### src/div_params.svh
`ifndef DIV_PARAMS_SVH
`define DIV_PARAMS_SVH

// operand and result width
`define DIV_WORD_WIDTH 8

// one guard bit more, so the most negative dividend can still be reduced
// (e.g. -128 / 1 has to remove +128 from the remainder)
`define DIV_WORD_WIDTH_LONG (`DIV_WORD_WIDTH + 1)

// bits needed to hold the initial step count, DIV_WORD_WIDTH_LONG - 1
`define DIV_STEPS_WIDTH $clog2(`DIV_WORD_WIDTH_LONG)

`endif

### src/div_pkg.sv
`include "div_params.svh"

package div_pkg;

    // operand or result word
    typedef logic [`DIV_WORD_WIDTH-1:0] word_t;

    // internal remainder, increment and quotient, with the guard bit
    typedef logic [`DIV_WORD_WIDTH_LONG-1:0] word_long_t;

    // division step count
    typedef logic [`DIV_STEPS_WIDTH-1:0] step_t;

    // load -> calc -> done -> load
    typedef enum logic [1:0] {
        STATE_LOAD = 2'b00,
        STATE_CALC = 2'b01,
        STATE_DONE = 2'b10
    } div_state_t;

    // control events shared by the counter and the data units
    typedef struct packed {
        logic load;
        logic step;
    } div_ctrl_t;

    typedef struct packed {
        word_t dividend;
        word_t divisor;
    } div_operands_t;

    typedef struct packed {
        word_t quotient;
        word_t remainder;
        logic  divide_by_zero;
    } div_result_t;

endpackage

### src/div_control_fsm.sv
`timescale 1ns/1ps

module div_control_fsm (
    input  logic               clock,
    input  logic               reset,
    input  logic               in_valid,
    output logic               in_ready,
    output logic               out_valid,
    input  logic               out_ready,
    input  logic               last_step,
    output div_pkg::div_ctrl_t ctrl
);
    import div_pkg::*;

    div_state_t state;
    div_state_t next_state;

    // events built from state and handshake, used instead of raw states below
    logic load_inputs;
    logic read_outputs;
    logic calculating;
    logic last_calculation;

    // ready and valid depend on the state only
    // no combinational path from one handshake side to the other
    always_comb begin
        in_ready  = (state == STATE_LOAD);
        out_valid = (state == STATE_DONE);
    end

    always_comb begin
        // operands written in on this edge
        load_inputs      = in_ready && in_valid;
        // result taken on this edge
        read_outputs     = out_valid && out_ready;
        // one division step per cycle while calculating
        calculating      = (state == STATE_CALC);
        last_calculation = calculating && last_step;
    end

    // the events are exclusive, each one only exists in its own state
    always_comb begin
        next_state = state;
        if (load_inputs) begin
            next_state = STATE_CALC;
        end
        if (last_calculation) begin
            next_state = STATE_DONE;
        end
        if (read_outputs) begin
            next_state = STATE_LOAD;
        end
    end

    always_ff @(posedge clock) begin
        if (reset) begin
            state <= STATE_LOAD;
        end else begin
            state <= next_state;
        end
    end

    // fan the events out to the counter and the data path
    always_comb begin
        ctrl.load = load_inputs;
        ctrl.step = calculating;
    end

endmodule

### src/div_divisor_shifter.sv
`timescale 1ns/1ps
`include "div_params.svh"

module div_divisor_shifter (
    input  logic                clock,
    input  logic                reset,
    input  div_pkg::div_ctrl_t  ctrl,
    input  div_pkg::word_t      divisor,
    output logic                divisor_sign,
    output logic                divide_by_zero,
    output div_pkg::word_long_t increment,
    output logic                increment_valid
);
    import div_pkg::*;

    localparam int MSB = `DIV_WORD_WIDTH_LONG - 1;

    word_long_t divisor_long;
    word_long_t divisor_shifted;
    logic       divisor_all_sign_bits;

    // sign-extend by the guard bit
    always_comb begin
        divisor_long = {divisor[`DIV_WORD_WIDTH-1], divisor};
    end

    // sign and zero flag are captured once per division
    always_ff @(posedge clock) begin
        if (reset) begin
            divisor_sign   <= 1'b0;
            divide_by_zero <= 1'b0;
        end else if (ctrl.load) begin
            divisor_sign   <= divisor_long[MSB];
            divide_by_zero <= (divisor_long == '0);
        end
    end

    // divisor drains right one bit per step, arithmetic shift keeps the sign
    // its low bit enters the top of the increment, so the increment builds up
    // as divisor * 2^k with k falling by one each step
    // the load itself already does the first shift
    always_ff @(posedge clock) begin
        if (ctrl.load) begin
            divisor_shifted <= {divisor_long[MSB], divisor_long[MSB:1]};
            increment       <= {divisor_long[0], {`DIV_WORD_WIDTH{1'b0}}};
        end else if (ctrl.step) begin
            divisor_shifted <= {divisor_shifted[MSB], divisor_shifted[MSB:1]};
            increment       <= {divisor_shifted[0], increment[MSB:1]};
        end
    end

    // non-sign bits left in the divisor means the increment is out of range
    always_comb begin
        divisor_all_sign_bits = (divisor_shifted == {`DIV_WORD_WIDTH_LONG{divisor_sign}});
    end

    // the increment also needs enough bits shifted in to carry the divisor sign
    always_comb begin
        increment_valid = divisor_all_sign_bits && (increment[MSB] == divisor_sign);
    end

endmodule

### src/div_quotient_unit.sv
`timescale 1ns/1ps
`include "div_params.svh"

module div_quotient_unit (
    input  logic               clock,
    input  logic               reset,
    input  div_pkg::div_ctrl_t ctrl,
    input  logic               signs_differ,
    input  logic               step_valid,
    output div_pkg::word_t     quotient
);
    import div_pkg::*;

    // weight of the first step, matching the increment at divisor * 2^(W_L-1)
    localparam word_long_t INCREMENT_TOP = word_long_t'(1) << (`DIV_WORD_WIDTH_LONG - 1);

    word_long_t quotient_increment;
    word_long_t quotient_long;
    word_long_t quotient_next;

    // one-hot weight, halves on every step whether or not the step is taken
    always_ff @(posedge clock) begin
        if (reset) begin
            quotient_increment <= '0;
        end else if (ctrl.load) begin
            quotient_increment <= INCREMENT_TOP;
        end else if (ctrl.step) begin
            quotient_increment <= quotient_increment >> 1;
        end
    end

    // opposite operand signs give a negative quotient
    always_comb begin
        quotient_next = signs_differ ? (quotient_long - quotient_increment)
                                     : (quotient_long + quotient_increment);
    end

    always_ff @(posedge clock) begin
        if (ctrl.load) begin
            quotient_long <= '0;
        end else if (step_valid) begin
            quotient_long <= quotient_next;
        end
    end

    // low bits only, so -128 / -1 wraps to -128
    // and a zero divisor leaves -1 or 1 here
    always_comb begin
        quotient = quotient_long[`DIV_WORD_WIDTH-1:0];
    end

endmodule

### src/div_remainder_unit.sv
`timescale 1ns/1ps
`include "div_params.svh"

module div_remainder_unit (
    input  logic                clock,
    input  logic                reset,
    input  div_pkg::div_ctrl_t  ctrl,
    input  div_pkg::word_t      dividend,
    input  logic                divisor_sign,
    input  div_pkg::word_long_t increment,
    input  logic                increment_valid,
    output logic                signs_differ,
    output logic                step_valid,
    output div_pkg::word_t      remainder
);
    import div_pkg::*;

    localparam int MSB = `DIV_WORD_WIDTH_LONG - 1;

    word_long_t dividend_long;
    word_long_t remainder_long;
    word_long_t remainder_next;
    logic       dividend_sign;
    logic       remainder_overshoot;

    always_comb begin
        dividend_long = {dividend[`DIV_WORD_WIDTH-1], dividend};
    end

    always_ff @(posedge clock) begin
        if (reset) begin
            dividend_sign <= 1'b0;
        end else if (ctrl.load) begin
            dividend_sign <= dividend_long[MSB];
        end
    end

    // move the remainder toward zero
    // add when signs differ, subtract otherwise
    always_comb begin
        signs_differ   = (divisor_sign != dividend_sign);
        remainder_next = signs_differ ? (remainder_long + increment)
                                      : (remainder_long - increment);
    end

    // crossing past zero removes too much, the step is skipped then
    // landing exactly on zero is fine, needed for a negative dividend
    always_comb begin
        remainder_overshoot = (remainder_next[MSB] != dividend_sign)
                           && (remainder_next != '0);
        step_valid          = ctrl.step && increment_valid && !remainder_overshoot;
    end

    // dividend becomes the remainder and shrinks on valid steps
    always_ff @(posedge clock) begin
        if (ctrl.load) begin
            remainder_long <= dividend_long;
        end else if (step_valid) begin
            remainder_long <= remainder_next;
        end
    end

    // guard bit dropped, always fits since |remainder| <= |dividend|
    always_comb begin
        remainder = remainder_long[`DIV_WORD_WIDTH-1:0];
    end

endmodule

### src/div_step_counter.sv
`timescale 1ns/1ps
`include "div_params.svh"

module div_step_counter (
    input  logic               clock,
    input  logic               reset,
    input  div_pkg::div_ctrl_t ctrl,
    output logic               last_step
);
    import div_pkg::*;

    // WORD_WIDTH_LONG steps in all, counting down to zero
    localparam step_t STEPS_INITIAL = step_t'(`DIV_WORD_WIDTH_LONG - 1);
    localparam step_t STEPS_ZERO    = '0;
    localparam step_t STEPS_ONE     = step_t'(1);

    step_t count;

    // reload on every new division, hold at zero once reached
    always_ff @(posedge clock) begin
        if (reset || ctrl.load) begin
            count <= STEPS_INITIAL;
        end else if (ctrl.step && (count != STEPS_ZERO)) begin
            count <= count - STEPS_ONE;
        end
    end

    // zero means the step in progress is the final one
    always_comb begin
        last_step = (count == STEPS_ZERO);
    end

endmodule

### src/divider_signed.sv
`timescale 1ns/1ps

module divider_signed (
    input  logic                   clock,
    input  logic                   reset,
    input  logic                   in_valid,
    output logic                   in_ready,
    input  div_pkg::div_operands_t operands,
    output logic                   out_valid,
    input  logic                   out_ready,
    output div_pkg::div_result_t   result
);
    import div_pkg::*;

    div_ctrl_t  ctrl;
    logic       last_step;

    // divisor side to remainder side
    logic       divisor_sign;
    word_long_t increment;
    logic       increment_valid;

    // remainder side to quotient side
    logic       signs_differ;
    logic       step_valid;

    word_t      quotient;
    word_t      remainder;
    logic       divide_by_zero;

    div_control_fsm u_control_fsm (
        .clock     (clock),
        .reset     (reset),
        .in_valid  (in_valid),
        .in_ready  (in_ready),
        .out_valid (out_valid),
        .out_ready (out_ready),
        .last_step (last_step),
        .ctrl      (ctrl)
    );

    div_step_counter u_step_counter (
        .clock     (clock),
        .reset     (reset),
        .ctrl      (ctrl),
        .last_step (last_step)
    );

    div_divisor_shifter u_divisor_shifter (
        .clock           (clock),
        .reset           (reset),
        .ctrl            (ctrl),
        .divisor         (operands.divisor),
        .divisor_sign    (divisor_sign),
        .divide_by_zero  (divide_by_zero),
        .increment       (increment),
        .increment_valid (increment_valid)
    );

    div_remainder_unit u_remainder_unit (
        .clock           (clock),
        .reset           (reset),
        .ctrl            (ctrl),
        .dividend        (operands.dividend),
        .divisor_sign    (divisor_sign),
        .increment       (increment),
        .increment_valid (increment_valid),
        .signs_differ    (signs_differ),
        .step_valid      (step_valid),
        .remainder       (remainder)
    );

    div_quotient_unit u_quotient_unit (
        .clock        (clock),
        .reset        (reset),
        .ctrl         (ctrl),
        .signs_differ (signs_differ),
        .step_valid   (step_valid),
        .quotient     (quotient)
    );

    // registers hold through back-pressure, so the result is stable while valid
    assign result = '{quotient: quotient, remainder: remainder, divide_by_zero: divide_by_zero};

endmodule

### config.mk
export PLATFORM = sky130hd
export DESIGN_NAME = divider_signed
export DESIGN_NICKNAME = d
export VERILOG_FILES = /design/src/div_pkg.sv /design/src/div_control_fsm.sv /design/src/div_divisor_shifter.sv /design/src/div_quotient_unit.sv /design/src/div_remainder_unit.sv /design/src/div_step_counter.sv /design/src/divider_signed.sv
export VERILOG_INCLUDE_DIRS = /design/src /design/src/src
export SDC_FILE = /design/constraint.sdc
export NUM_CORES = 1
export LEC_CHECK = 0
export BUFFER_PORTS_ARGS = -buffer_cell sky130_fd_sc_hd__buf_2
export CAP_MARGIN = 20
export CORE_UTILIZATION = 45
export CTS_BUF_LIST = sky130_fd_sc_hd__clkbuf_8
export CTS_CLUSTER_SIZE = 14
export DETAILED_ROUTE_END_ITERATION = 10
export PLACE_DENSITY_LB_ADDON = 0.08
export SLEW_MARGIN = 10
export SYNTH_ARGS = -nofsm -noshare
export SYNTH_HDL_FRONTEND = slang
export SYNTH_SLANG_ARGS = --single-unit
export TNS_END_PERCENT = 30
### constraint.sdc
create_clock -name clock -period 7.43 [get_ports clock]
set_clock_uncertainty 0.15 [all_clocks]
set_input_delay 1.1145 -clock clock [delete_from_list [all_inputs] [get_ports clock]]
set_output_delay 1.1145 -clock clock [all_outputs]
set_load 0.1 [all_outputs]
# After elaboration in Yosys (flattened, before gate mapping)
# Index checks and enable logic that the tools add are counted.
[op_classes]
n_mux = 12
eq_ne = 6
n_addsub = 5
n_reduce_logical = 21
[ops]
columns = ["cell", "n"]
rows = [
  ["$mux 9", 9],
  ["$add 9x9->9", 2],
  ["$sub 9x9->9", 2],
  ["$eq 9x9->1", 1],
  ["$logic_not 9->1", 1],
  ["$reduce_bool 9->1", 1],
  ["$logic_and 1x1->1", 8],
  ["$mux 8", 1],
  ["$reduce_bool 2->1", 3],
  ["$logic_not 4->1", 1],
  ["$mux 2", 2],
  ["$reduce_bool 4->1", 1],
  ["$reduce_or 2->1", 2],
  ["$sub 4x1->4 const B", 1],
  ["$reduce_or 3->1", 1],
  ["$eq 2x1->1 const B", 1],
  ["$eq 2x2->1 const B", 1],
  ["$logic_not 2->1", 1],
  ["$ne 1x1->1", 2],
  ["$eq 1x1->1", 1],
  ["$logic_not 1->1", 1],
  ["$logic_or 1x1->1", 1],
]
[word_totals]
in_bits = 20
reg_bits = 54
out_inout_bits = 19
word_cells = 58

# Depth between registers and ports, before layout
[depth]
word_depth = 8
depth_mapped = 12

# Cells and area by module
# From an unflattened synthesis, not the netlist that was laid out.
[hier_totals]
hier_cells = 326
area_unflattened_um2 = 3236.9
[modules_own_cells]
columns = ["module", "cells_per_inst", "area_each_um2", "instances"]
rows = [
  ["div_quotient_unit", 115, 1036.0, 1],
  ["div_remainder_unit", 100, 1008.5, 1],
  ["div_divisor_shifter", 70, 849.6, 1],
  ["div_step_counter", 25, 210.2, 1],
  ["div_control_fsm", 15, 125.1, 1],
  ["divider_signed", 1, 7.5, 1],
]

# Worst setup path after synthesis
# No wires, ideal clock.
[synth_path]
path_type = "register -> register"
startpoint = "reg u_remainder_unit.dividend_sign"
endpoint = "reg u_remainder_unit.remainder_long[0], enable pin"
setup_slack_ps = 3863
stages_incl_launch_ff = 13
t_arrival_ps = 3082
cell_sequence = "dfxtp_1 xor2_2 clkbuf_1 nor2_1 xor2_1 ha_1 o211ai_1 o21ai_1 o31ai_1 xnor2_1 o311ai_2 o211ai_4 nand2_1"
[synth_via]
elab_chain_len = 7
[synth_rtl]
columns = ["item", "line_no", "source"]
rows = [
  ["start: declaration", "div_remainder_unit.sv:23", "logic dividend_sign;"],
  ["start signal: assignment", "div_remainder_unit.sv:34", "dividend_sign <= dividend_long[MSB];"],
  ["$ne 1x1->1", "div_remainder_unit.sv:41", "signs_differ = (divisor_sign != dividend_sign);"],
  ["$mux 9", "div_remainder_unit.sv:42", "remainder_next = signs_differ ? (remainder_long + increment)"],
  ["$reduce_bool 9->1 / $ne 1x1->1 (equally long branches)", "div_remainder_unit.sv:50, div_remainder_unit.sv:49", ""],
  ["$logic_and 1x1->1 (*)", "div_remainder_unit.sv:50", "&& (remainder_next != '0);"],
  ["$logic_not 1->1 (*)", "div_remainder_unit.sv:51", "step_valid = ctrl.step && increment_valid && !remainder_overshoot;"],
  ["$logic_and 1x1->1 (*)", "div_remainder_unit.sv:51", ""],
  ["$reduce_bool 2->1 (no source line) (*)", "--", ""],
  ["end signal: assignment", "div_remainder_unit.sv:57", "remainder_long <= dividend_long;"],
  ["end signal: assignment", "div_remainder_unit.sv:59", "remainder_long <= remainder_next;"],
  ["end: declaration", "div_remainder_unit.sv:21", "word_long_t remainder_long;"],
]
# Mark *: on every way between the ends. The rest lies on a longest branch, timed or not.
# A chain may end at the register's enable or synchronous reset.

# Worst setup path after layout
[layout_path]
startpoint = "reg u_remainder_unit.dividend_sign"
endpoint = "reg u_remainder_unit.remainder_long[2], enable pin"
# The elaborated chain is that of the path after synthesis.

==> out/metrics.csv <==
metric;value;unit
Synth Area in Compound Gates;0.132;
reg-to-reg startpoint;u_remainder_unit.dividend_sign;
Final Hold Fails;0;
initial antenna violation count;0;
Simple-Gate Fraction of Synth Area;0.208;
top_reg_cell synth;dfxtp_1;
die span in y;85.2;um
Residual DRC;0;
fmax;0.250;GHz
status;finished, final reports clean;
clk buf depth;2;
Final HPWL DP;4440;um
pin count of the biggest net entering global routing;34;
Crit Path Max Fanout;15;
RR Endpoint;u_remainder_unit.remainder_long[2];
CTS Buf Count;5;
Hold Path Stages;2;
Least-Margin Pin Slew;0.940;ns
PortBufs;38;
EDFF count, synth;19;
Final Cycle Share;0.539;
Max Cap Violations;0;
post-synthesis mux area share;0.0325;
Worst Hold End;u_quotient_unit.quotient_increment[7];
Mapped Nets;402;
WP data required;7.26;ns
Placed Cells;456;
Yosys top cell by area;dfxtp_1;
Routed Antenna Nets;0;
Reg2Reg Depth;10;
ys async rst share;0;
Worst Min Path Start;u_quotient_unit.quotient_increment[8];
Synth top cells by count;nand2_1 (88), a21oi_1 (38), dfxtp_1 (34);
drt initial violations;64;
Seq cells post-synth;53;
Initial Util;0.477;
NetSw;234;uW
antenna diode count;0;
Tightest Hold Check Type;flip-flop to flip-flop;
Clk pin slew, worst setup/hold paths;0.10;ns
Synth Area in Adders;0.0852;
vias;2403;
Area growth, synth to finish;9.28;%
post-synthesis xor/xnor area fraction;0.0888;
cts hold-fix bufs;0;
Yosys warnings;0;
Max VDD drop;0.104;mV
vias per cell;5.18;
Netlist cell types;44;
WS Path Type;flip-flop to flip-flop;
Comb power frac;0.232;
share of layout cells above drive strength 1;0.147;
synth top area cells;dfxtp_1 (22%), edfxtp_1 (18%), nand2_1 (11%);
nets;426;
setup repair bufs after CTS;0;
CP arrival;3.83;ns
CTS root buffer;clkbuf_8;
first-pass GRT wire length;9890;um
Core Rows;29;
sequential share of power;0.487;
GRT overflow;0;
setup_tns;0;ns
Pins Over Slew Limit;0;
sequential fraction of the synthesis area;0.402;
vias in the first global route;2084;
endpoint class of the critical path;flip-flop;
Post-Syn Area;0.00311;mm2
largest family of logic cells by synthesized area;simple AND/OR/NAND/NOR gates;
Core Footprint;0.00653;mm2
unrepaired setup endpoints after global routing;false;
Internal;476;uW
type of origin of the critical path;flip-flop;
Pleak;0.00146;uW
PostCTS Resize Cnt;0;
CTS H-tree depth;2;
average wire per cell in the routed design;13.1;um
switching fraction of total power;0.330;
min Tclk post-route;4.00;ns
cells after synthesis;362;
Clk Latency, worst-skew pair;0.31;ns
reg2reg setup slack;3.43;ns
P per Cell Area;209;mW/mm2
I/O pins;39;
count leader, synth;nand2_1;
Clock Sinks;53;
CTS tree;built;
routability congestion estimate;0.810;
Final setup violation count;0;
Clock power frac;0.282;
All-Layer GR Usage;0.174;
WL final;6070;um
top cell type's share of synthesized area;0.219;
area of the die;0.00726;mm2
Cell Count, Final, Fillers Out;464;
Mapped Avg Cell Area;8.60;um2
TritonRoute pass-1 iters;4;
Die W;85.2;um
Max-Slew Margin vs Limit;0.373;
## power groups by stage
stage,registers [uW],clock network [uW],logic [uW]
2_1_floorplan,346,0,144
3_3_place_gp,352,0,163
3_5_place_dp,352,0,165
4_1_cts,345,205,165
5_1_grt,349,216,179
6_report,346,200,164
## worst max path at each step
stage | startpoint | end | slack (ns) | cells after the start
CTS | u_remainder_unit.dividend_sign | u_remainder_unit.remainder_long[3] | 3.39 | 10
global route | u_remainder_unit.dividend_sign | u_remainder_unit.remainder_long[1] | 3.16 | 10
finish | u_remainder_unit.dividend_sign | u_remainder_unit.remainder_long[2] | 3.43 | 10
floorplan | u_remainder_unit.dividend_sign | u_remainder_unit.remainder_long[0] | 3.86 | 12
detailed placement | u_remainder_unit.dividend_sign | u_remainder_unit.remainder_long[3] | 3.40 | 10
global placement | u_remainder_unit.dividend_sign | u_remainder_unit.remainder_long[0] | 3.49 | 10
## metal layers
layer / track usage / routed length [um] / up-vias
li1: - / - / 1274
met1: 0.249 / 3190 / 1078
met2: 0.260 / 2560 / 44
met3: 0.0263 / 233 / 7
met4: 0.0740 / 87 / 0
met5: 0 / 0 / -
## kinds of logic after synthesis
family | Yosys count
AO/OA/AOI/OAI | 66
XOR/XNOR | 29
adder cells (fa/ha/maj) | 20
buffers and inverters | 34
flip-flops | 53
multiplexers | 10
AND/OR/NAND/NOR | 150
## cell usage in the layout, fill, tap and decap left out, types with 2 or more instances in the layout
| master | count |
|---|---|
| xnor2_2 | 2 |
| or2_2 | 2 |
| a21o_1 | 4 |
| nand4_1 | 3 |
| dfxtp_1 | 34 |
| buf_2 | 38 |
| nand3_1 | 4 |
| nor4_1 | 5 |
| o21ai_0 | 9 |
| clkbuf_8 | 5 |
| a21oi_1 | 38 |
| fa_1 | 2 |
| nor2b_1 | 3 |
| mux2i_1 | 9 |
| ha_1 | 18 |
| nor3_1 | 5 |
| nor3b_1 | 2 |
| nand2b_1 | 5 |
| a31oi_1 | 4 |
| nand2_1 | 88 |
| xor2_1 | 9 |
| xnor2_1 | 17 |
| inv_1 | 13 |
| nor2_1 | 28 |
| edfxtp_1 | 19 |
## through the flow
step                hold slack [ns]  setup slack (ns)  utilization  cell area [um2]  power, uW
detailed placement            0.297              3.40        0.504             3290        517
global route                  0.330              3.16        0.521             3400        744
global placement              0.290              3.49        0.504             3290        515
finish                        0.307              3.43        0.521             3400        710
CTS                           0.312              3.39        0.521             3400        715
floorplan                     0.281              3.86            -             3110        490
## critical path: stages, from the launching register on
cell and delay (ns):
dfxtp_1 0.52, xor2_2 0.57, mux2_2 0.45, ha_1 0.31, a211oi_2 0.18, o21ai_1 0.12, o31ai_1 0.26, xnor2_1 0.14
o311ai_2 0.40, o211ai_4 0.23, nand2_1 0.34
## final cells by class
| class | count | area [um2] |
|---|---|---|
| Clock buffer | 5 | 68.8 |
| Clock inverter | 3 | 42.5 |
| Fill cell | 642 | 3130 |
| Inverter | 12 | 45.0 |
| Multi-Input combinational cell | 275 | 1700 |
| Sequential cell | 53 | 1250 |
| Tap cell | 77 | 96.3 |
| Timing Repair Buffer | 39 | 198 |
## registers in the layout, summed over array words and instances, names as in the netlist
register,cells
u_control_fsm.state,2
u_divisor_shifter.divide_by_zero,1
u_divisor_shifter.divisor_shifted,9
u_divisor_shifter.divisor_sign,1
u_divisor_shifter.increment,9
u_quotient_unit.quotient_increment,9
u_quotient_unit.quotient_long,8
u_remainder_unit.dividend_sign,1
u_remainder_unit.remainder_long,9
u_step_counter.count,4
No activity file was read; power rests on OpenSTA's default activity.
